[src/source/rv_params.svh]
`ifndef RV_PARAMS_SVH
`define RV_PARAMS_SVH

// PC loaded on reset
`define RV_RESET_PC 64'h0000_0000_8000_0000

// Power-of-two data memory depth in doublewords
`define RV_DMEM_WORDS 256

// Architectural integer registers
`define RV_NREGS 32

`endif

[src/source/rv_pkg.sv]
`default_nettype none

package rv_pkg;

    // Major opcodes of the supported subset
    typedef enum logic [6:0] {
        op_reg    = 7'b0110011,
        op_imm    = 7'b0010011,
        op_load   = 7'b0000011,
        op_store  = 7'b0100011,
        op_branch = 7'b1100011,
        op_jal    = 7'b1101111
    } opcode_t;

    typedef enum logic [2:0] {
        alu_add    = 3'd0,
        alu_sub    = 3'd1,
        alu_and    = 3'd2,
        alu_or     = 3'd3,
        alu_eq     = 3'd4,
        alu_ne     = 3'd5,
        alu_pass_b = 3'd6
    } alu_op_t;

    typedef struct packed {
        logic [4:0]  rs1;
        logic [4:0]  rs2;
        logic [4:0]  rd;
        logic [63:0] imm;          // Sign-extended
        alu_op_t     alu_op;
        logic        use_imm;
        logic        reg_wen;
        logic        mem_ren;
        logic        mem_wen;
        logic        is_branch;
        logic        is_jal;
    } dec_t;

endpackage

`default_nettype wire

[src/source/exec_alu.sv]
`timescale 1ns/1ps
`default_nettype none

module exec_alu (
    input  var rv_pkg::alu_op_t op,
    input  wire  [63:0]         a,
    input  wire  [63:0]         b,
    output logic [63:0]         result
);
    import rv_pkg::*;

    logic equal;

    assign equal = (a == b);

    always_comb begin
        case (op)
            alu_add:    result = a + b;
            alu_sub:    result = a - b;
            alu_and:    result = a & b;
            alu_or:     result = a | b;
            // Branch compares give a single decision bit
            alu_eq:     result = {63'd0, equal};
            alu_ne:     result = {63'd0, !equal};
            alu_pass_b: result = b;
            default:    result = 64'd0;
        endcase
    end

endmodule

`default_nettype wire

[config.mk]
export PLATFORM = sky130hd
export DESIGN_NAME = exec_alu
export DESIGN_NICKNAME = d
export VERILOG_FILES = /design/src/source/rv_params.svh /design/src/source/rv_pkg.sv /design/src/source/exec_alu.sv
export SDC_FILE = /design/constraint.sdc
export NUM_CORES = 1
export LEC_CHECK = 0
export ABC_CLOCK_PERIOD_IN_PS = 6200
export BUFFER_PORTS_ARGS = -buffer_cell sky130_fd_sc_hd__buf_4
export CORE_MARGIN = 8
export CORE_UTILIZATION = 30
export DETAILED_ROUTE_END_ITERATION = 8
export GPL_TIMING_DRIVEN = 0
export PLACE_DENSITY_LB_ADDON = 0.3
export SYNTH_ARGS = -nofsm -noshare
export SYNTH_HDL_FRONTEND = slang
export SYNTH_SLANG_ARGS = --single-unit
[constraint.sdc]
create_clock -name vclk -period 6.2
set_input_delay 1.24 -clock vclk [all_inputs]
set_output_delay 1.24 -clock vclk [all_outputs]
set_load 0.03 [all_outputs]
After elaboration in Yosys (flattened, before gate mapping). Cells that the tools add are included.

Word-level logic and storage cells: 14. Input port bits: 131. Register bits: 0.

Bitwise gates (word level): 2. Muxes and demuxes: 1. $add $sub $neg: 2. Equality and inequality tests: 7. Reduce and logical (&&, ||, !) cells: 2.

Operators with widths (count): $pmux 64 s7 (1); $add 64x64->64 (1); $and 64x64->64 (1); $eq 64x64->1 (1); $or 64x64->64 (1); $sub 64x64->64 (1); $eq 3x3->1 const B (3); $eq 3x2->1 const B (2); $eq 3x1->1 const B (1); $logic_not 3->1 (1); $logic_not 1->1 (1).

Longest topological paths before layout.
Depth after elaboration: 3. Mapped depth: 15. Mapped depth without buffers: 15.

Worst setup path after synthesis. OpenSTA, ideal clock, no wires.

Path type: input-to-output. Start: input port a[0]. End: output port result[58]. Setup slack: 419 ps. Stages on the path: 15. Data arrival time: 4541 ps. Path through: inv_1 -> ha_1 -> inv_1 -> fa_1 -> nor3b_1 -> a211oi_1 -> o221ai_1 -> a41oi_1 -> o21ai_2 -> a211o_1 -> a21oi_1 -> o31ai_1 -> a211oi_1 -> xnor2_1 -> o21ai_0.

Cells in the longest elaborated chain, start to end: 2. Elaborated cells between the ends (all ways): 3. Those cells by class: add/sub (2); mux (1).

Ends and longest elaborated chain: start: declaration (RTL line exec_alu.sv:6) `input wire [63:0] a,`; $sub 64x64->64 / $add 64x64->64 (equally long branches) (RTL line exec_alu.sv:19, exec_alu.sv:18); $pmux 64 s7 * (RTL line exec_alu.sv:17) `case (op)`; end: declaration (RTL line exec_alu.sv:8) `output logic [63:0] result`.

Mark *: on every way between the ends. The rest lies on a longest branch, timed or not.

Final worst setup path.
Start: input port op[0]. End: output port result[58].

Cells in the longest elaborated chain, start to end: 2. Elaborated cells between the ends (all ways): 8. Those cells by class: eq/ne (6); mux (1); reduce/logical (1).

Ends and longest elaborated chain: start: declaration (RTL line exec_alu.sv:5) `input var rv_pkg::alu_op_t op,`; $eq 3x3->1 (tied with other cells) (RTL line exec_alu.sv:17); $pmux 64 s7 * (RTL line exec_alu.sv:17).

Marks and branches as above.

==> impl_metrics.tcl <==
set metrics [dict create \
    outcome "completed" \
    worst_setup_path_end_kind "primary output" \
    area.growth.synth_to_final_pct 22.44 \
    synthSimpleGateAreaFrac_pct 18.86 \
    track_usage_pct 25.02 \
    vias 14250 \
    antenna_found_initial 0 \
    crit_type "input pin to primary output" \
    syn_nets 2032 \
    path_max_fanout 10 \
    grt_pass1_vias 13920 \
    grt_start_max_net_pins 11 \
    fin_area_um2 13510 \
    ys_seq_area_share_pct 0 \
    max_freq_mhz 161.8 \
    yosysTopAreaCell "ha_1" \
    final.period_utilization_pct 99.70 \
    synthCells 1701 \
    rsz0062_at_grt "yes" \
    seq_cells 0 \
    power.total_w 0.001484 \
    die_h_um 207.8 \
    crit_path_start_kind "input pin" \
    diodes 0 \
    dieArea_um2 43180 \
    synth.area.mux_share_pct 6.621 \
    yosysWarnings 0 \
    port_buffers 194 \
    fin_tns_setup_ps 0 \
    core-area_um2 36430 \
    mostFrequentLayoutCells "buf_4 (208), inv_1 (203), ha_1 (197)" \
    crit_end "result[58]" \
    max-slew-margin-rel_pct 1.429 \
    synth_cell_types 80 \
    mostFrequentLayoutCell "buf_4" \
    drv_cap 0 \
    dp_hpwl_um 46200 \
    nClkBuffers 0 \
    synth_area_per_cell_um2 6.488 \
    fill_cells 3987 \
    drtPass1Iterations 6 \
    finalWirelength_um 58200 \
    placed_cell_area_um2 13080 \
    finalSetupViolations 0 \
    die_width_um 207.8 \
    drc_errors 0 \
    std_cell_rows 70 \
    arrival_ps 4940 \
    ios 195 \
    hold_viol_final 0 \
    drtIter0Drc 1529 \
    synth.area.top_cells "ha_1 (22%), a21oi_1 (8.3%), inv_1 (6.9%)" \
    seqCellArea_um2 0 \
    synth_xor_area_share_pct 4.444 \
    synth_top_family_by_area "compound AO/OA/AOI/OAI gates" \
    worstHoldPathType "input pin to primary output" \
    start_util_pct 30.29 \
    drv_slew 0 \
    globalplace.congestion 0.9984 \
    wl_per_cell_um 24.52 \
    synth-compound-area-share_pct 36.29 \
    synthAdderAreaFrac_pct 22.81 \
    ant_nets 0 \
    crit_required_ps 4960 \
    period_minus_slack_ps 6181 \
    p_per_area_nw_per_um2 109.8 \
    nets 2238 \
    cts_hold_buffers 0 \
    peakVddDrop_mv 0.04183 \
    tightest_slew_ps 1479 \
    netlist.area_leader.share_pct 22.45 \
    cellLeakagePower_nw 6.295 \
    cp-startpoint "op[0]" \
    syn_area_um2 11040 \
    grt_pass1_wl_um 85430 \
    gr-total-overflow 0 \
    drive_above_1_share_pct 16.12 \
    multi_input_area_um2 10160 \
    vias_per_cell 6.006 \
]
[worst max-delay path, stage by stage]
cell and delay [ps]:
clkbuf_1 350, clkbuf_1 480, buf_1 660, clkbuf_1 680, buf_1 890, o22ai_1 130, nand2_1 110, o21ai_0 130
buf_4 260
[cells in the mapped netlist, types with 35 or more instances]
cell      number
mux2i_1       73
a21oi_1      183
inv_1        203
o21bai_1      41
o21ai_0      118
xnor2_1       53
o22ai_1       69
nand2_1      123
ha_1         198
clkbuf_1      70
nor2_1       110
nand3_1       47
nor3_1        35
[where the power goes]
part           total, W  internal, W  leakage [nW]  switching (W)
Combinational   0.00148     0.000518          6.29       0.000966
Clock                 0            0             0              0
Sequential            0            0             0              0
Total           0.00148     0.000518          6.29       0.000966
[through the flow]
step	utilization, %	cells	hold WS (ps)	worst slack, ps
after CTS	36.36	2367	3046	10.36
after floorplan	-	1701	2848	418.9
after global placement	35.90	2363	3039	-666.8
final	37.09	2373	3043	18.58
after global routing	37.09	2373	3086	-18.81
after detailed placement	35.90	2363	3042	-672.1
[worst min-delay path by stage]
stage                     depth (start not counted)  start          to  slack, ps
final                                             6   b[6]   result[6]       3040
after global routing                              4  op[1]  result[49]       3090
after CTS                                         6  b[12]  result[12]       3050
after detailed placement                          6  b[16]  result[16]       3040
after global placement                            6  b[12]  result[12]       3040
after floorplan                                   2  op[1]  result[49]       2850
[layer usage]
metal	track usage, %	routed length [um]
met1	32.80	24570
met2	40.73	25740
met3	3.367	4908
met4	10.33	2981
met5	0	0
[timing repair]
item,4_1_cts,5_1_grt
setup endpoints to repair,29,41
pin swaps,4,13
resized for setup,30,53
buffers inserted,5,8
[cells by family after synthesis]
| logic type | count (synthesis) |
|---|---|
| AOI/OAI and AO/OA | 621 |
| xor gates and xnor gates | 56 |
| adders and majority gates | 200 |
| buffers and inverters | 316 |
| muxes | 73 |
| and+or+nand+nor | 435 |
[area by class of cell]
type | instances | share of cell area [%]
plain buffers | 106 | 3.213
inverters | 207 | 5.778
multi-input cells | 1385 | 75.18
well taps | 468 | 4.333
repair buffers | 207 | 11.50
No activity file was read; power rests on OpenSTA's default activity.
