File: src/source/rv_params.svh
`ifndef RV_PARAMS_SVH
`define RV_PARAMS_SVH

// PC loaded on reset
`define RV_RESET_PC 64'h0000_0000_8000_0000

// Power-of-two data memory depth in doublewords
`define RV_DMEM_WORDS 256

// Architectural integer registers
`define RV_NREGS 32

`endif

File: src/source/hazard_if.sv
`timescale 1ns/1ps
`default_nettype none

interface hazard_if;
    logic [4:0] id_rs1;
    logic [4:0] id_rs2;
    logic [4:0] ex_rd;
    logic       ex_mem_ren;     // Load in EX
    logic       redirect;       // Taken branch or JAL in EX
    logic       stall_front;
    logic       flush_front;

    modport core_mp (
        output id_rs1,
        output id_rs2,
        output ex_rd,
        output ex_mem_ren,
        output redirect,
        input  stall_front,
        input  flush_front
    );

    modport ctrl_mp (
        input  id_rs1,
        input  id_rs2,
        input  ex_rd,
        input  ex_mem_ren,
        input  redirect,
        output stall_front,
        output flush_front
    );
endinterface

`default_nettype wire

File: src/source/hazard_ctrl.sv
`timescale 1ns/1ps
`default_nettype none

module hazard_ctrl (
    input wire        clk,
    input wire        rst_n,
    hazard_if.ctrl_mp hz
);

    logic rs1_hit;
    logic rs2_hit;
    logic load_use;

    assign rs1_hit  = (hz.ex_rd == hz.id_rs1);
    assign rs2_hit  = (hz.ex_rd == hz.id_rs2);

    // Load result only exists in WB, so a dependent in ID waits one cycle
    assign load_use = hz.ex_mem_ren && hz.ex_rd != 5'd0 && (rs1_hit || rs2_hit);

    assign hz.flush_front = hz.redirect;
    assign hz.stall_front = load_use && !hz.redirect;   // Redirect wins

    // After one bubble the load has left EX
    single_bubble: assert property (@(posedge clk) disable iff (!rst_n)
        hz.stall_front |=> !hz.stall_front)
        else $error("front end stalled two cycles in a row");

endmodule

`default_nettype wire

File: src/flat_wrapper.sv
// flat-port wrapper written by rule: the top's interface ports become plain ports
module hazard_ctrl_flat 
  (clk, rst_n, hz_id_rs1, hz_id_rs2, hz_ex_rd, hz_ex_mem_ren, hz_redirect, hz_stall_front, hz_flush_front);
  hazard_if hz_i ();
  input wire clk;
  input wire rst_n;
  input wire logic [$bits(hz_i.id_rs1)-1:0] hz_id_rs1;
  input wire logic [$bits(hz_i.id_rs2)-1:0] hz_id_rs2;
  input wire logic [$bits(hz_i.ex_rd)-1:0] hz_ex_rd;
  input wire logic [$bits(hz_i.ex_mem_ren)-1:0] hz_ex_mem_ren;
  input wire logic [$bits(hz_i.redirect)-1:0] hz_redirect;
  output wire logic [$bits(hz_i.stall_front)-1:0] hz_stall_front;
  output wire logic [$bits(hz_i.flush_front)-1:0] hz_flush_front;
  assign hz_i.id_rs1 = hz_id_rs1;
  assign hz_i.id_rs2 = hz_id_rs2;
  assign hz_i.ex_rd = hz_ex_rd;
  assign hz_i.ex_mem_ren = hz_ex_mem_ren;
  assign hz_i.redirect = hz_redirect;
  assign hz_stall_front = hz_i.stall_front;
  assign hz_flush_front = hz_i.flush_front;
  hazard_ctrl u_core (.clk(clk), .rst_n(rst_n), .hz(hz_i));
endmodule
File: config.mk
export PLATFORM = sky130hd
export DESIGN_NAME = hazard_ctrl_flat
export DESIGN_NICKNAME = d
export VERILOG_FILES = /design/src/source/rv_params.svh /design/src/source/hazard_if.sv /design/src/source/hazard_ctrl.sv /design/src/flat_wrapper.sv
export SDC_FILE = /design/constraint.sdc
export NUM_CORES = 1
export LEC_CHECK = 0
export ABC_AREA = 1
export BUFFER_PORTS_ARGS = -buffer_cell sky130_fd_sc_hd__buf_2
export CAP_MARGIN = 20
export CORE_AREA = 4 4 41 43
export DETAILED_ROUTE_END_ITERATION = 10
export DIE_AREA = 0 0 45 47
export PLACE_DENSITY = 0.51
export SYNTH_ARGS = -nofsm -noshare
export SYNTH_HDL_FRONTEND = slang
export SYNTH_SLANG_ARGS = --single-unit
export TNS_END_PERCENT = 20
File: constraint.sdc
create_clock -name vclk -period 0.8
set_input_delay 0 -clock vclk [all_inputs]
set_output_delay 0 -clock vclk [all_outputs]
set_load 0.05 [all_outputs]
After elaboration in Yosys (flattened, before gate mapping) --
Index checks and enable logic that the tools add are counted. Widths: inputs -> output; s select.
Word-level totals: input port bits 19, logic and storage cells 8, register bits after elaboration 0, output and inout port bits 2
Operators by class: reduce and logical (&&, ||, !) cells 6, equality and inequality tests 2
Operators with widths (count):
- $eq 5x5->1 | 2
- $reduce_bool 5->1 | 1
- $logic_and 1x1->1 | 3
- $logic_not 1->1 | 1
- $logic_or 1x1->1 | 1

Longest topological paths before layout --
depth in word-level cells 4, gate-level depth with buffers 6, depth with buffers taken out 6

Worst setup path after synthesis --
No wires, ideal clock.
path kind input-to-output, start in hz_id_rs1[1], end out hz_stall_front, required time 0.800 ns, path buffers 0, path slack 0.006 ns, stages 4, arrival 0.794 ns, cells stage by stage xor2_1 > nor2_1 > nand3_1 > a21oi_2
On the way: word-level cells in the longest chain between the ends 4
Ends and longest elaborated chain:
- start: declaration | RTL line flat_wrapper.sv:7 | input wire logic [$bits(hz_i.id_rs1)-1:0] hz_id_rs1;
- $eq 5x5->1 | RTL line hazard_ctrl.sv:14 | assign rs1_hit = (hz.ex_rd == hz.id_rs1);
- $logic_or 1x1->1 | RTL line hazard_ctrl.sv:18 | assign load_use = hz.ex_mem_ren && hz.ex_rd != 5'd0 && (rs1_hit || rs2_hit);
- $logic_and 1x1->1 | RTL line hazard_ctrl.sv:18
- $logic_and 1x1->1 | RTL line hazard_ctrl.sv:21 | assign hz.stall_front = load_use && !hz.redirect;
- end: declaration | RTL line flat_wrapper.sv:12 | output wire logic [$bits(hz_i.stall_front)-1:0] hz_stall_front;
Every way passes these cells.

Worst setup path in the final report --
start in hz_ex_rd[1], end out hz_stall_front
On the way: word-level cells in the longest chain between the ends 4, elaborated cells on any way between the ends 7, classes of those cells eq/ne: 2; reduce/logical: 5
Ends and longest elaborated chain:
- start: declaration | RTL line flat_wrapper.sv:9 | input wire logic [$bits(hz_i.ex_rd)-1:0] hz_ex_rd;
- $eq 5x5->1, or another cell as far along | RTL line hazard_ctrl.sv:14
- $logic_or 1x1->1 / $logic_and 1x1->1 (equally long branches) | RTL line hazard_ctrl.sv:18
- $logic_and 1x1->1 * | RTL line hazard_ctrl.sv:18
- $logic_and 1x1->1 * | RTL line hazard_ctrl.sv:21
Every way passes the cells marked *; elsewhere a longest branch is shown, timed or not.

==> results.json <==
{
  "leakage_nw": 0.226,
  "initialDrtViolationCount": 8,
  "dpl.hpwl_um": 531,
  "power.density_nw_per_um2": 472,
  "syn_to_final_growth_pct": 80.5,
  "die_w_um": 45,
  "status": "finished, final reports clean",
  "drt-wirelength-per-cell_um": 7.06,
  "seq_cells": 0,
  "drc": 0,
  "tns_ps": 0,
  "required_ps": 800,
  "cp_max_fo": 3,
  "dieArea_um2": 2120,
  "first_pass_iters": 2,
  "routed_wl_um": 572,
  "fin_crit_sh": 0.988,
  "num_vias": 285,
  "cts_hold_buf": 0,
  "fmax_mhz": 1270,
  "initial_core_util": 0.158,
  "core_area_um2": 1300,
  "maxCapViolCount": 0,
  "ir_drop_v": 0.000132,
  "grt_pass1_wl_um": 1060,
  "slew_headroom": 0.831,
  "drv_slew": 0,
  "first_global_vias": 262,
  "nClkBuffers": 0,
  "avgSynthCellArea_um2": 4.46,
  "synth.cell_area_um2": 205,
  "syn_inst": 46,
  "grt_use_total": 0.0622,
  "final_util": 0.285,
  "grt_max_degree": 6,
  "ys_types": 12,
  "vias_per_cell": 3.52,
  "cp-end-kind": "output port",
  "path_class": "input port to output port",
  "cp_slowest_cell": "buf_6",
  "seq_area_um2": 0,
  "hp-class": "input port to output port",
  "finalSetupViolCount": 0,
  "grt_setup_unrepaired": "yes",
  "worstSetupStartpointType": "input port",
  "final.min_clock_period_ps": 790,
  "whs_path_depth": 2,
  "rows": 13,
  "arrival_ps": 790,
  "ios": 21,
  "slowest_delay_ps": 170,
  "port_buffers": 19,
  "postRouteAntennaNets": 0,
  "diodes": 0,
  "die_y_um": 47,
  "grt_overflow": 0,
  "crit_chain": "buf_8 -> xor2_2 -> nor2_2 -> nand3_2 -> a21oi_2 -> buf_6",
  "finalHoldViolations": 0,
  "tightestPinTransition_ps": 256,
  "yosysWarnings": 0,
  "ys_seq_area_frac": 0,
  "drive_gt1_frac": 0.470,
  "antenna_found_initial": 0,
  "syn_nets": 65,
  "fillers": 156,
  "nets": 87,
  "place.gp.congestion": 0.716,
  "postCtsSetupRepairBufs": 0
}
-- placed cells by master, fill, tap and decap left out --
cell type and instances:
nand2_1 17, buf_2 15, inv_1 7, nor2_1 5, nor2_2 4, buf_4 4, inv_2 3, xnor2_1 2
xor2_2 1, nand3_2 1, clkinv_1 1, nand3_1 1, nand4_1 1, nand3b_1 1, a21oi_2 1, buf_8 1
buf_6 1
-- where the power goes --
part | internal [mW] | leakage (nW) | switching [mW] | total (mW)
logic | 0.0855 | 0.226 | 0.0893 | 0.175
clock network | 0 | 0 | 0 | 0
registers | 0 | 0 | 0 | 0
total | 0.0855 | 0.226 | 0.0893 | 0.175
-- per-layer routing --
metal	share of wire	GRT usage
met2	0.39	0.0876
met1	0.46	0.103
met4	0	0
met5	0	0
met3	0.15	0.00766
-- Yosys cell counts, drive strengths merged --
cell    instances  area (um^2)
nand2          17         63.8
xor2            1         8.76
clkinv          1         3.75
inv            10         37.5
nor2            9         33.8
buf             1         7.51
nand3           2         10.0
xnor2           2         17.5
nand3b          1         7.51
a21oi           1         8.76
nand4           1         6.26
-- kinds of logic (layout without fill, tap and decap cells) --
kind of cell	Yosys count	in the layout	share of synthesized area
simple gates	30	30	0.591
buf+inv	12	32	0.238
xor+xnor	3	3	0.128
compound gates	1	1	0.0427
-- timing repair --
item	4_1_cts	5_1_grt
gates resized for setup	2	10
pin swaps	1	6
setup endpoints to repair	1	1
-- through the flow --
| stage | hold slack [ps] | setup WS, ps | instance area (um^2) | cells | total power, mW |
|---|---|---|---|---|---|
| after CTS | 302 | 1.76 | 333 | 81 | 0.154 |
| after global routing | 309 | -48.5 | 370 | 81 | 0.196 |
| after detailed placement | 302 | -84.2 | 327 | 81 | 0.152 |
| after global placement | 298 | -71.8 | 327 | 81 | 0.150 |
| after floorplan | 167 | 6.41 | 205 | 46 | 0.0810 |
| final | 306 | 9.58 | 370 | 81 | 0.175 |
-- worst paths after layout --
check                        from        endpoint  slack [ps]
worst max-delay path  hz_ex_rd[1]  hz_stall_front          10
worst min-delay path  hz_redirect  hz_flush_front         310
-- worst max-delay path, delay by kind of cell --
kind	cells	cell delay, ps
xor gates and xnor gates	1	160
AOI/OAI and AO/OA	1	150
buffers and inverters	2	270
and+or+nand+nor	2	210
-- final cells by class --
type	instances	area [um^2]	area share
multi-input cells	34	179	0.483
repair buffers	21	131	0.355
inverters	11	41.3	0.111
well taps	15	18.8	0.0507
(Power assumes the default switching activity.)
