<file path="config.mk">
export PLATFORM = sky130hd
export DESIGN_NAME = inst_decode
export DESIGN_NICKNAME = d
export VERILOG_FILES = /design/src/source/rv_params.svh /design/src/source/rv_pkg.sv /design/src/source/inst_decode.sv
export SDC_FILE = /design/constraint.sdc
export NUM_CORES = 1
export LEC_CHECK = 0
export BUFFER_PORTS_ARGS = -buffer_cell sky130_fd_sc_hd__buf_2
export CORE_ASPECT_RATIO = 1.4
export CORE_UTILIZATION = 34
export DETAILED_ROUTE_END_ITERATION = 10
export PLACE_DENSITY = 0.85
export SETUP_SLACK_MARGIN = 0.3
export SLEW_MARGIN = 40
export SYNTH_ARGS = -nofsm -noshare
export SYNTH_HDL_FRONTEND = slang
export SYNTH_SLANG_ARGS = --single-unit
export TNS_END_PERCENT = 30
</file>
<file path="constraint.sdc">
create_clock -name vclk -period 3.2
set_clock_uncertainty 0.2 [all_clocks]
set_input_delay 0.32 -clock vclk [all_inputs]
set_output_delay 0.32 -clock vclk [all_outputs]
set_load 0.03 [all_outputs]
</file>
<file path="src/source/rv_params.svh">
`ifndef RV_PARAMS_SVH
`define RV_PARAMS_SVH

// PC loaded on reset
`define RV_RESET_PC 64'h0000_0000_8000_0000

// Power-of-two data memory depth in doublewords
`define RV_DMEM_WORDS 256

// Architectural integer registers
`define RV_NREGS 32

`endif

</file>
<file path="src/source/rv_pkg.sv">
`default_nettype none

package rv_pkg;

    // Major opcodes of the supported subset
    typedef enum logic [6:0] {
        op_reg    = 7'b0110011,
        op_imm    = 7'b0010011,
        op_load   = 7'b0000011,
        op_store  = 7'b0100011,
        op_branch = 7'b1100011,
        op_jal    = 7'b1101111
    } opcode_t;

    typedef enum logic [2:0] {
        alu_add    = 3'd0,
        alu_sub    = 3'd1,
        alu_and    = 3'd2,
        alu_or     = 3'd3,
        alu_eq     = 3'd4,
        alu_ne     = 3'd5,
        alu_pass_b = 3'd6
    } alu_op_t;

    typedef struct packed {
        logic [4:0]  rs1;
        logic [4:0]  rs2;
        logic [4:0]  rd;
        logic [63:0] imm;          // Sign-extended
        alu_op_t     alu_op;
        logic        use_imm;
        logic        reg_wen;
        logic        mem_ren;
        logic        mem_wen;
        logic        is_branch;
        logic        is_jal;
    } dec_t;

endpackage

`default_nettype wire

</file>
<file path="src/source/inst_decode.sv">
`timescale 1ns/1ps
`default_nettype none

module inst_decode (
    input  wire  [31:0]   instr,
    output rv_pkg::dec_t  dec
);
    import rv_pkg::*;

    logic [63:0] imm_i;
    logic [63:0] imm_s;
    logic [63:0] imm_b;
    logic [63:0] imm_j;
    logic [2:0]  funct3;
    logic [6:0]  funct7;

    assign funct3 = instr[14:12];
    assign funct7 = instr[31:25];
    assign imm_i  = {{52{instr[31]}}, instr[31:20]};
    assign imm_s  = {{52{instr[31]}}, instr[31:25], instr[11:7]};
    assign imm_b  = {{51{instr[31]}}, instr[31], instr[7], instr[30:25], instr[11:8], 1'b0};
    assign imm_j  = {{43{instr[31]}}, instr[31], instr[19:12], instr[20], instr[30:21], 1'b0};

    always_comb begin
        dec = '0;
        case (opcode_t'(instr[6:0]))
            op_reg: begin
                dec.rs1     = instr[19:15];
                dec.rs2     = instr[24:20];
                dec.rd      = instr[11:7];
                dec.reg_wen = 1'b1;
                case ({funct7, funct3})
                    {7'h00, 3'b000}: dec.alu_op = alu_add;
                    {7'h20, 3'b000}: dec.alu_op = alu_sub;
                    {7'h00, 3'b111}: dec.alu_op = alu_and;
                    {7'h00, 3'b110}: dec.alu_op = alu_or;
                    default:         dec = '0;
                endcase
            end
            op_imm: begin
                if (funct3 == 3'b000) begin          // ADDI only
                    dec.rs1     = instr[19:15];
                    dec.rd      = instr[11:7];
                    dec.imm     = imm_i;
                    dec.use_imm = 1'b1;
                    dec.reg_wen = 1'b1;
                end
            end
            op_load: begin
                if (funct3 == 3'b011) begin          // LD
                    dec.rs1     = instr[19:15];
                    dec.rd      = instr[11:7];
                    dec.imm     = imm_i;
                    dec.use_imm = 1'b1;
                    dec.reg_wen = 1'b1;
                    dec.mem_ren = 1'b1;
                end
            end
            op_store: begin
                if (funct3 == 3'b011) begin          // SD
                    dec.rs1     = instr[19:15];
                    dec.rs2     = instr[24:20];
                    dec.imm     = imm_s;
                    dec.use_imm = 1'b1;
                    dec.mem_wen = 1'b1;
                end
            end
            op_branch: begin
                if (funct3 == 3'b000 || funct3 == 3'b001) begin
                    dec.rs1       = instr[19:15];
                    dec.rs2       = instr[24:20];
                    dec.imm       = imm_b;
                    dec.is_branch = 1'b1;
                    dec.alu_op    = funct3[0] ? alu_ne : alu_eq;
                end
            end
            op_jal: begin
                dec.rd      = instr[11:7];
                dec.imm     = imm_j;
                dec.use_imm = 1'b1;
                dec.reg_wen = 1'b1;
                dec.is_jal  = 1'b1;
                dec.alu_op  = alu_pass_b;
            end
            default: dec = '0;                       // No-op
        endcase
        // Writes to x0 are dropped here so later stages never see them
        if (dec.rd == 5'd0)
            dec.reg_wen = 1'b0;
        if (!dec.reg_wen)
            dec.rd = 5'd0;
    end

    mem_excl: assert final (!(dec.mem_ren && dec.mem_wen))
        else $error("decoder set both memory enables for %h", instr);

endmodule

`default_nettype wire

</file>
[Word-level counts from Yosys, hierarchy flattened]
Index checks and enable logic that the tools add are counted.
Storage, ports and cells
  register bits after elaboration: 0
  bits of input ports: 32
  output and inout bits: 88
Cells by class
  equality and inequality tests: 11
  muxes and demuxes: 29
  reduce and logical (&&, ||, !) cells: 5
Operators by type and width (number)
  $pmux 64 s6: 1
  $mux 69: 2
  $mux 79: 1
  $mux 67: 1
  $mux 64: 1
  $pmux 5 s5: 1
  $eq 10x3->1 const B: 2
  $mux 10: 2
  $mux 5: 4
  $pmux 5 s4: 1
  $pmux 5 s3: 1
  $eq 7x6->1 const B: 2
  $eq 7x7->1 const B: 2
  $eq 10x9->1 const B: 1
  $logic_not 10->1: 1
  $pmux 3 s3: 1
  $pmux 1 s2: 4
  $eq 7x2->1 const B: 1
  $eq 7x5->1 const B: 1
  $pmux 2 s3: 1
  $logic_not 5->1: 1
  $pmux 1 s5: 1
  $mux 1: 4
  $pmux 1 s4: 1
  other kinds (7): 7

[Longest topological paths before layout]
Gate-level depths: netlist of the first run.
  depth in word-level cells: 7
  mapped depth: 6
  mapped depth without buffers: 5

[Worst setup path before layout of the first run]
OpenSTA, ideal clock, no wires.
  path kind: input to output
  start: input port instr[13]
  end: output port dec[30] (netlist name)
  arrival: 2617 ps
  required time: 2680 ps
  path slack: 63 ps
  stages on the path: 6
  cells stage by stage: clkbuf_1 nor4_1 a21oi_1 o21ai_0 and2_1 buf_4
RTL lines
  start: declaration: RTL line inst_decode.sv:5  | input wire [31:0] instr,
  end: declaration: RTL line inst_decode.sv:6  | output rv_pkg::dec_t dec

==> results_dict.tcl, run 1 <==
set metrics [dict create \
    status "finished clean" \
    synthToLayoutAreaGrowth_pct 33.2 \
    synthAdderAreaFrac 0 \
    n_antenna_cell 0 \
    ios 120 \
    dieArea_um2 3020 \
    rsz0062_at_grt "no" \
    rows 22 \
    layout_setup_ws_ps 626 \
    fillers 265 \
    grt_pass1_wl_mm 4.03 \
    routed_wl_mm 2.81 \
    synth_area_leaders "buf_4 34%, and2_1 8.5%, a21o_1 7.9%, a22o_1 4.6%, a21boi_0 3.9%" \
    first_pass_iters 4 \
    swShare 0.599 \
    setup_violations 0 \
    ys_types 35 \
    placed_cells 249 \
    cap_violations 0 \
    arrival_ps 2050 \
    hpwl_mm 2.42 \
    grt_pass1_vias 997 \
    synth_top_area_cell "buf_4" \
    synthSimpleGateAreaFrac 0.302 \
    clockPowerShare 0 \
    die_w_um 46.8 \
    power_density_nw_per_um2 55.0 \
    num_vias 1242 \
    io_buffers 120 \
    yosysWarningCount 0 \
    syn_avg_cell_area_um2 6.86 \
    viasPerCell 4.99 \
    yosysSeqAreaShare 0 \
    clkbuf_count 0 \
    multi_input_area_um2 594 \
    fmax_ghz 0.388 \
    die_h_um 64.7 \
    placed_area_um2 1270 \
    slew_headroom 0.602 \
    syn_area_um2 953 \
    total_power_mw 0.0699 \
    antenna_left 0 \
    grt_max_degree 45 \
    synth_top_cell_area_share 0.339 \
    core_area_um2 2640 \
    final_area_um2 1270 \
    synth_compound_area_frac 0.320 \
    synth_top_family_by_area "buffers and inverters" \
    endpoint_kind "output pin" \
    cts_setup_buffers 0 \
    fin_nets 247 \
    cp.required_ps 2680 \
    synth_xor_area_frac 0 \
    period_needed_ps 2570 \
    drive_above_1_share 0.601 \
    leakage_nw 0.941 \
    synth_cells 139 \
    flops_and_latches 0 \
    synth_nets 171 \
    critPathKind "input port to output pin" \
    pre_cts_slack_ps 616 \
    gr-total-overflow 0 \
    final_cell_count_no_fill 249 \
    hold_buffers 0 \
    combPwrFrac 1.000 \
    grt_usage 0.169 \
    antenna_found_initial 0 \
    worst-slew-pin-transition_ps 597 \
    ir_drop_mv 0.0510 \
    fin_tns_setup_ps 0 \
    fin_crit_sh 0.804 \
    final_util 0.481 \
    synth_mux_area_frac 0 \
    start_kind "input port" \
    worst_hold_path_type "input port to output pin" \
    hold_viol 0 \
    crit_path_max_fanout 5 \
    post-synth-top-count-cell "buf_4" \
    yosys-top-cells-count "43 x buf_4, 13 x and2_1, 10 x a21o_1" \
    drtIter0Drc 16 \
    avgRoutedWirePerCell_um 11.3 \
    p_switching_mw 0.0418 \
    power_frac_seq 0 \
    intPower_mw 0.0280 \
    routabilityCongestion 0.929 \
    register_area_um2 0 \
    holdWs_ps 795 \
    drc 0 \
    floorplan.initialDensity 0.361 \
    cts_resized 0 \
    slew_viol_final 0 \
]
## logic make-up (layout without fill, tap and decap cells)
family	Yosys count	count (layout)
buf+inv	52	126
compound gates	41	41
simple gates	46	46
## final timing paths
kind       from       to  slack, ps  cells past startpoint
min   instr[15]  dec[24]        790                      3
max   instr[26]  dec[78]        630                      6
## placed cells by master, fill, tap and decap left out
| master | count |
|---|---|
| nor3b_1 | 1 |
| a21boi_0 | 5 |
| and3b_1 | 2 |
| and2_1 | 12 |
| nor4b_1 | 1 |
| buf_2 | 120 |
| a211o_1 | 1 |
| nand2b_1 | 1 |
| and2_2 | 2 |
| a21o_1 | 10 |
| o2111ai_1 | 1 |
| a21boi_1 | 5 |
| buf_4 | 2 |
| nor2_1 | 4 |
| o21ai_0 | 6 |
| a21oi_1 | 2 |
| nand3_1 | 1 |
| and4b_1 | 1 |
| a211oi_2 | 1 |
| or4_4 | 2 |
| a22oi_1 | 2 |
| or3_1 | 3 |
| o211a_1 | 1 |
| nand2_1 | 6 |
| nor2b_1 | 1 |
| nand4bb_1 | 1 |
| o21ai_2 | 1 |
| a22o_1 | 5 |
| nand4_1 | 1 |
| o211ai_1 | 1 |
| nor4_1 | 3 |
| inv_1 | 4 |
| nor3_1 | 3 |
| nand3b_1 | 1 |
## routing by layer
metal	up-vias	global-route usage	share of wire	wire length, um
li1	600	-	-	-
met1	532	0.172	0.35	972
met2	104	0.347	0.53	1480
met3	6	0.0139	0.11	316
met4	0	0.0250	0.015	42
met5	-	0	0	0
## power groups by stage
stage | logic [mW] | clock network, mW | registers (mW)
after floorplan | 0.0376 | 0 | 0
after global placement | 0.0687 | 0 | 0
after detailed placement | 0.0692 | 0 | 0
after CTS | 0.0696 | 0 | 0
after global routing | 0.0758 | 0 | 0
final | 0.0699 | 0 | 0
## final cells by class
class	instances	area share
repair buffers	122	0.485
multi-input cells	87	0.468
well taps	36	0.0355
inverters	4	0.0118
## critical path: stages
cell	delay, ps
buf_2	100
or4_4	530
or4_4	520
o21ai_2	210
and2_1	170
buf_2	200
No activity file was read; power rests on OpenSTA's default activity.
==> run 2: changes to the inputs <==
Clock period 3.2 ns to 2.5 ns, I/O delays scaled along.
==> results_dict.tcl, run 2 (synthesis results as in run 1) <==
set metrics [dict create \
    status "finished clean" \
    synthToLayoutAreaGrowth_pct 48.6 \
    placed_cells 250 \
    viasPerCell 5.13 \
    fin_crit_sh 0.956 \
    slew_viol_final 0 \
    num_vias 1297 \
    rows 22 \
    final_util 0.536 \
    period_needed_ps 2390 \
    core_area_um2 2640 \
    drtIter0Drc 33 \
    first_pass_iters 4 \
    met3WireLength_um 377 \
    final_cell_count_no_fill 253 \
    hpwl_mm 2.46 \
    max_stage_delay_ps 530 \
    grt_pass1_wl_mm 4.71 \
    power_density_nw_per_um2 70.0 \
    hold_viol 0 \
    die_w_um 46.8 \
    cp_top_family "simple AND/OR/NAND/NOR gates" \
    routabilityCongestion 0.825 \
    antenna_left 0 \
    drive_above_1_share 0.654 \
    gr-total-overflow 0 \
    crit_buf_inv 2 \
    worst-slew-pin-transition_ps 650 \
    crit_path_max_fanout 5 \
    die_h_um 64.7 \
    antenna_found_initial 0 \
    endpoint_kind "output pin" \
    flops_and_latches 0 \
    slowest_stage "or4_4" \
    io_buffers 120 \
    grt_pass1_vias 1091 \
    top_layer_used "met4" \
    total_power_mw 0.0992 \
    avgRoutedWirePerCell_um 13.5 \
    critPathKind "input port to output pin" \
    register_area_um2 0 \
    fillers 255 \
    hold_buffers 0 \
    multi_input_area_um2 679 \
    rsz0062_at_grt "yes" \
    worst_hold_path_type "input port to output pin" \
    grt_max_degree 45 \
    ir_drop_mv 0.0548 \
    drc 0 \
    clkbuf_count 0 \
    crit_top_cell "or4_4" \
    start_kind "input port" \
    fin_tns_setup_ps 0 \
    grt_usage 0.199 \
    leakage_nw 0.973 \
    slew_headroom 0.565 \
    setup_violations 0 \
    final_common_cell "buf_2" \
    n_antenna_cell 0 \
    routed_wl_mm 3.41 \
    final_cell_mix "106 x buf_2, 12 x buf_4, 11 x and2_1" \
    ios 120 \
    fmax_ghz 0.418 \
    cp.required_ps 2050 \
    met2WireLength_mm 1.77 \
    arrival_ps 1940 \
    cap_violations 0 \
    floorplan.initialDensity 0.361 \
    fin_nets 251 \
    dieArea_um2 3020 \
    path_cells "buf_6 -> or4_4 -> or4_4 -> o21ai_4 -> and2_1 -> buf_4" \
    met1_length_mm 1.22 \
]
run 2: power by group:
group          switching, mW  internal [mW]
sequential                 0              0
clock                      0              0
combinational         0.0604         0.0388
run 2: path summary, 6_finish.rpt:
kind / startpoint / endpoint / slack, ps / cells after the start
setup / recovery: instr[26] / dec[81] / 110 / 6
hold / removal: instr[24] / dec[82] / 640 / 3
run 2: through the flow:
step           hold WS [ps]  cell area [um^2]  setup slack [ps]
6_report                642              1420               110
5_1_grt                 656              1420              65.3
4_1_cts                 641              1370               124
3_5_place_dp            654              1290              52.8
3_3_place_gp            652              1290               104
2_1_floorplan           415               966             -33.2
run 2: routing by layer:
metal  up-vias  track usage
li1        609            -
met1       566        0.208
met2       117        0.382
met3         5       0.0362
met4         0       0.0429
met5         -            0
run 2: repair_timing:
action / CTS / global route
endpoints found under the hold margin: 0 / 0
buffers inserted: 0 / 0
gates resized for setup: 30 / 5
cloned: 0 / 3
pin swaps: 2 / 2
endpoints found under the setup margin: 70 / 81
run 2: area by class of cell:
class	instances	share of cell area
Multi-Input combinational cell	90	0.480
Timing Repair Buffer	123	0.478
Tap cell	36	0.0318
Inverter	4	0.0106
run 2: worst min-delay path: stages:
cell and delay (ps):
buf_2 90, and2_4 130, buf_6 120
==> run 3: changes to the inputs <==
Settings changed: MAX_ROUTING_LAYER set to met4, REMOVE_ABC_BUFFERS set to 1.
==> results_dict.tcl, run 3 (synthesis results as in run 1) <==
set metrics [dict create \
    cp_top_family "simple AND/OR/NAND/NOR gates" \
    rsz0062_at_grt "yes" \
    combPwrFrac 1.000 \
    viasPerCell 5.12 \
    multi_input_area_um2 653 \
    fin_nets 251 \
    final_area_um2 1420 \
    hpwl_mm 2.69 \
    swShare 0.597 \
    core_area_um2 2640 \
    cap_violations 0 \
    slew_headroom 0.598 \
    total_power_mw 0.0972 \
    num_vias 1295 \
    flops_and_latches 0 \
    clkbuf_count 0 \
    hold_buffers 0 \
    slowest_stage "or4_4" \
    ir_drop_mv 0.0565 \
    synthToLayoutAreaGrowth_pct 48.6 \
    ios 120 \
    setup_violations 0 \
    crit_top_cell "or4_4" \
    placed_area_um2 1300 \
    grt_busiest_layer "met2" \
    n_antenna_cell 0 \
    holdWs_ps 637 \
    period_needed_ps 2360 \
    start_kind "input port" \
    final_common_cell "buf_2" \
    grt_max_degree 42 \
    intPower_mw 0.0392 \
    met2_usage 0.403 \
    drive_above_1_share 0.636 \
    p_switching_mw 0.0580 \
    first_pass_iters 4 \
    drc 0 \
    endpoint_kind "output pin" \
    crit_path_max_fanout 5 \
    avgRoutedWirePerCell_um 13.0 \
    fillers 251 \
    antenna_left 0 \
    die_w_um 46.8 \
    met1_usage 0.200 \
    final_cell_mix "108 x buf_2, 11 x and2_1, 9 x a21o_1, 9 x buf_4, 7 x a21boi_1" \
    routabilityCongestion 0.905 \
    cts_setup_buffers 0 \
    power_density_nw_per_um2 68.6 \
    grt_usage 0.204 \
    hold_viol 0 \
    grt_pass1_wl_mm 4.64 \
    register_area_um2 0 \
    fin_crit_sh 0.943 \
    leakage_nw 0.980 \
    die_h_um 64.7 \
    cp.required_ps 2050 \
    grt_pass1_vias 1041 \
    floorplan.initialDensity 0.361 \
    antenna_found_initial 0 \
    status "finished clean" \
    path_cells "buf_6 -> or4_4 -> or4_4 -> o21ai_4 -> and2_1 -> buf_4" \
    routed_wl_mm 3.30 \
    power_frac_seq 0 \
    worst_hold_path_type "input port to output pin" \
    io_buffers 120 \
    rows 22 \
    crit_buf_inv 2 \
    worst-slew-pin-transition_ps 600 \
    gr-total-overflow 0 \
    dieArea_um2 3020 \
    fmax_ghz 0.424 \
    clockPowerShare 0 \
    drtIter0Drc 18 \
    max_stage_delay_ps 540 \
    critPathKind "input port to output pin" \
    slew_viol_final 0 \
    arrival_ps 1910 \
    grtUsageMet3 0.00836 \
]
==> run 3: metrics by stage <==
step / utilization / worst slack [ps] / TNS (ps) / cells
after floorplan: - / -7740 / -340550 / 91
after global placement: 0.493 / 116 / 0 / 252
after detailed placement: 0.493 / 110 / 0 / 252
after CTS: 0.522 / 159 / 0 / 253
after global routing: 0.536 / 110 / 0 / 253
final: 0.536 / 143 / 0 / 253
==> run 3: power by group through the flow <==
stage          Clock, mW  Sequential [mW]  Combinational [mW]
2_1_floorplan          0                0              0.0373
3_3_place_gp           0                0              0.0878
3_5_place_dp           0                0              0.0895
4_1_cts                0                0              0.0920
5_1_grt                0                0               0.105
6_report               0                0              0.0972
==> run 3: routing by layer <==
layer  share of wire  up-vias
met5               0        -
met3           0.094        8
met4           0.026        0
met1            0.34      577
met2            0.54      101
li1                -      609
==> run 3: final timing paths <==
check                     start  endpoint  slack (ps)  cells after the start
worst max-delay path  instr[26]   dec[82]         140                      6
worst min-delay path  instr[22]   dec[80]         640                      3
==> run 3: layout make-up <==
type	instances	share of cell area
Tap cell	36	0.0318
Timing Repair Buffer	125	0.496
Multi-Input combinational cell	88	0.461
Inverter	4	0.0106
==> run 3: timing repair <==
item / in CTS / in global routing
pin swaps: 4 / 0
gates cloned: 1 / 0
setup endpoints to repair: 59 / 79
resized for setup: 22 / 10
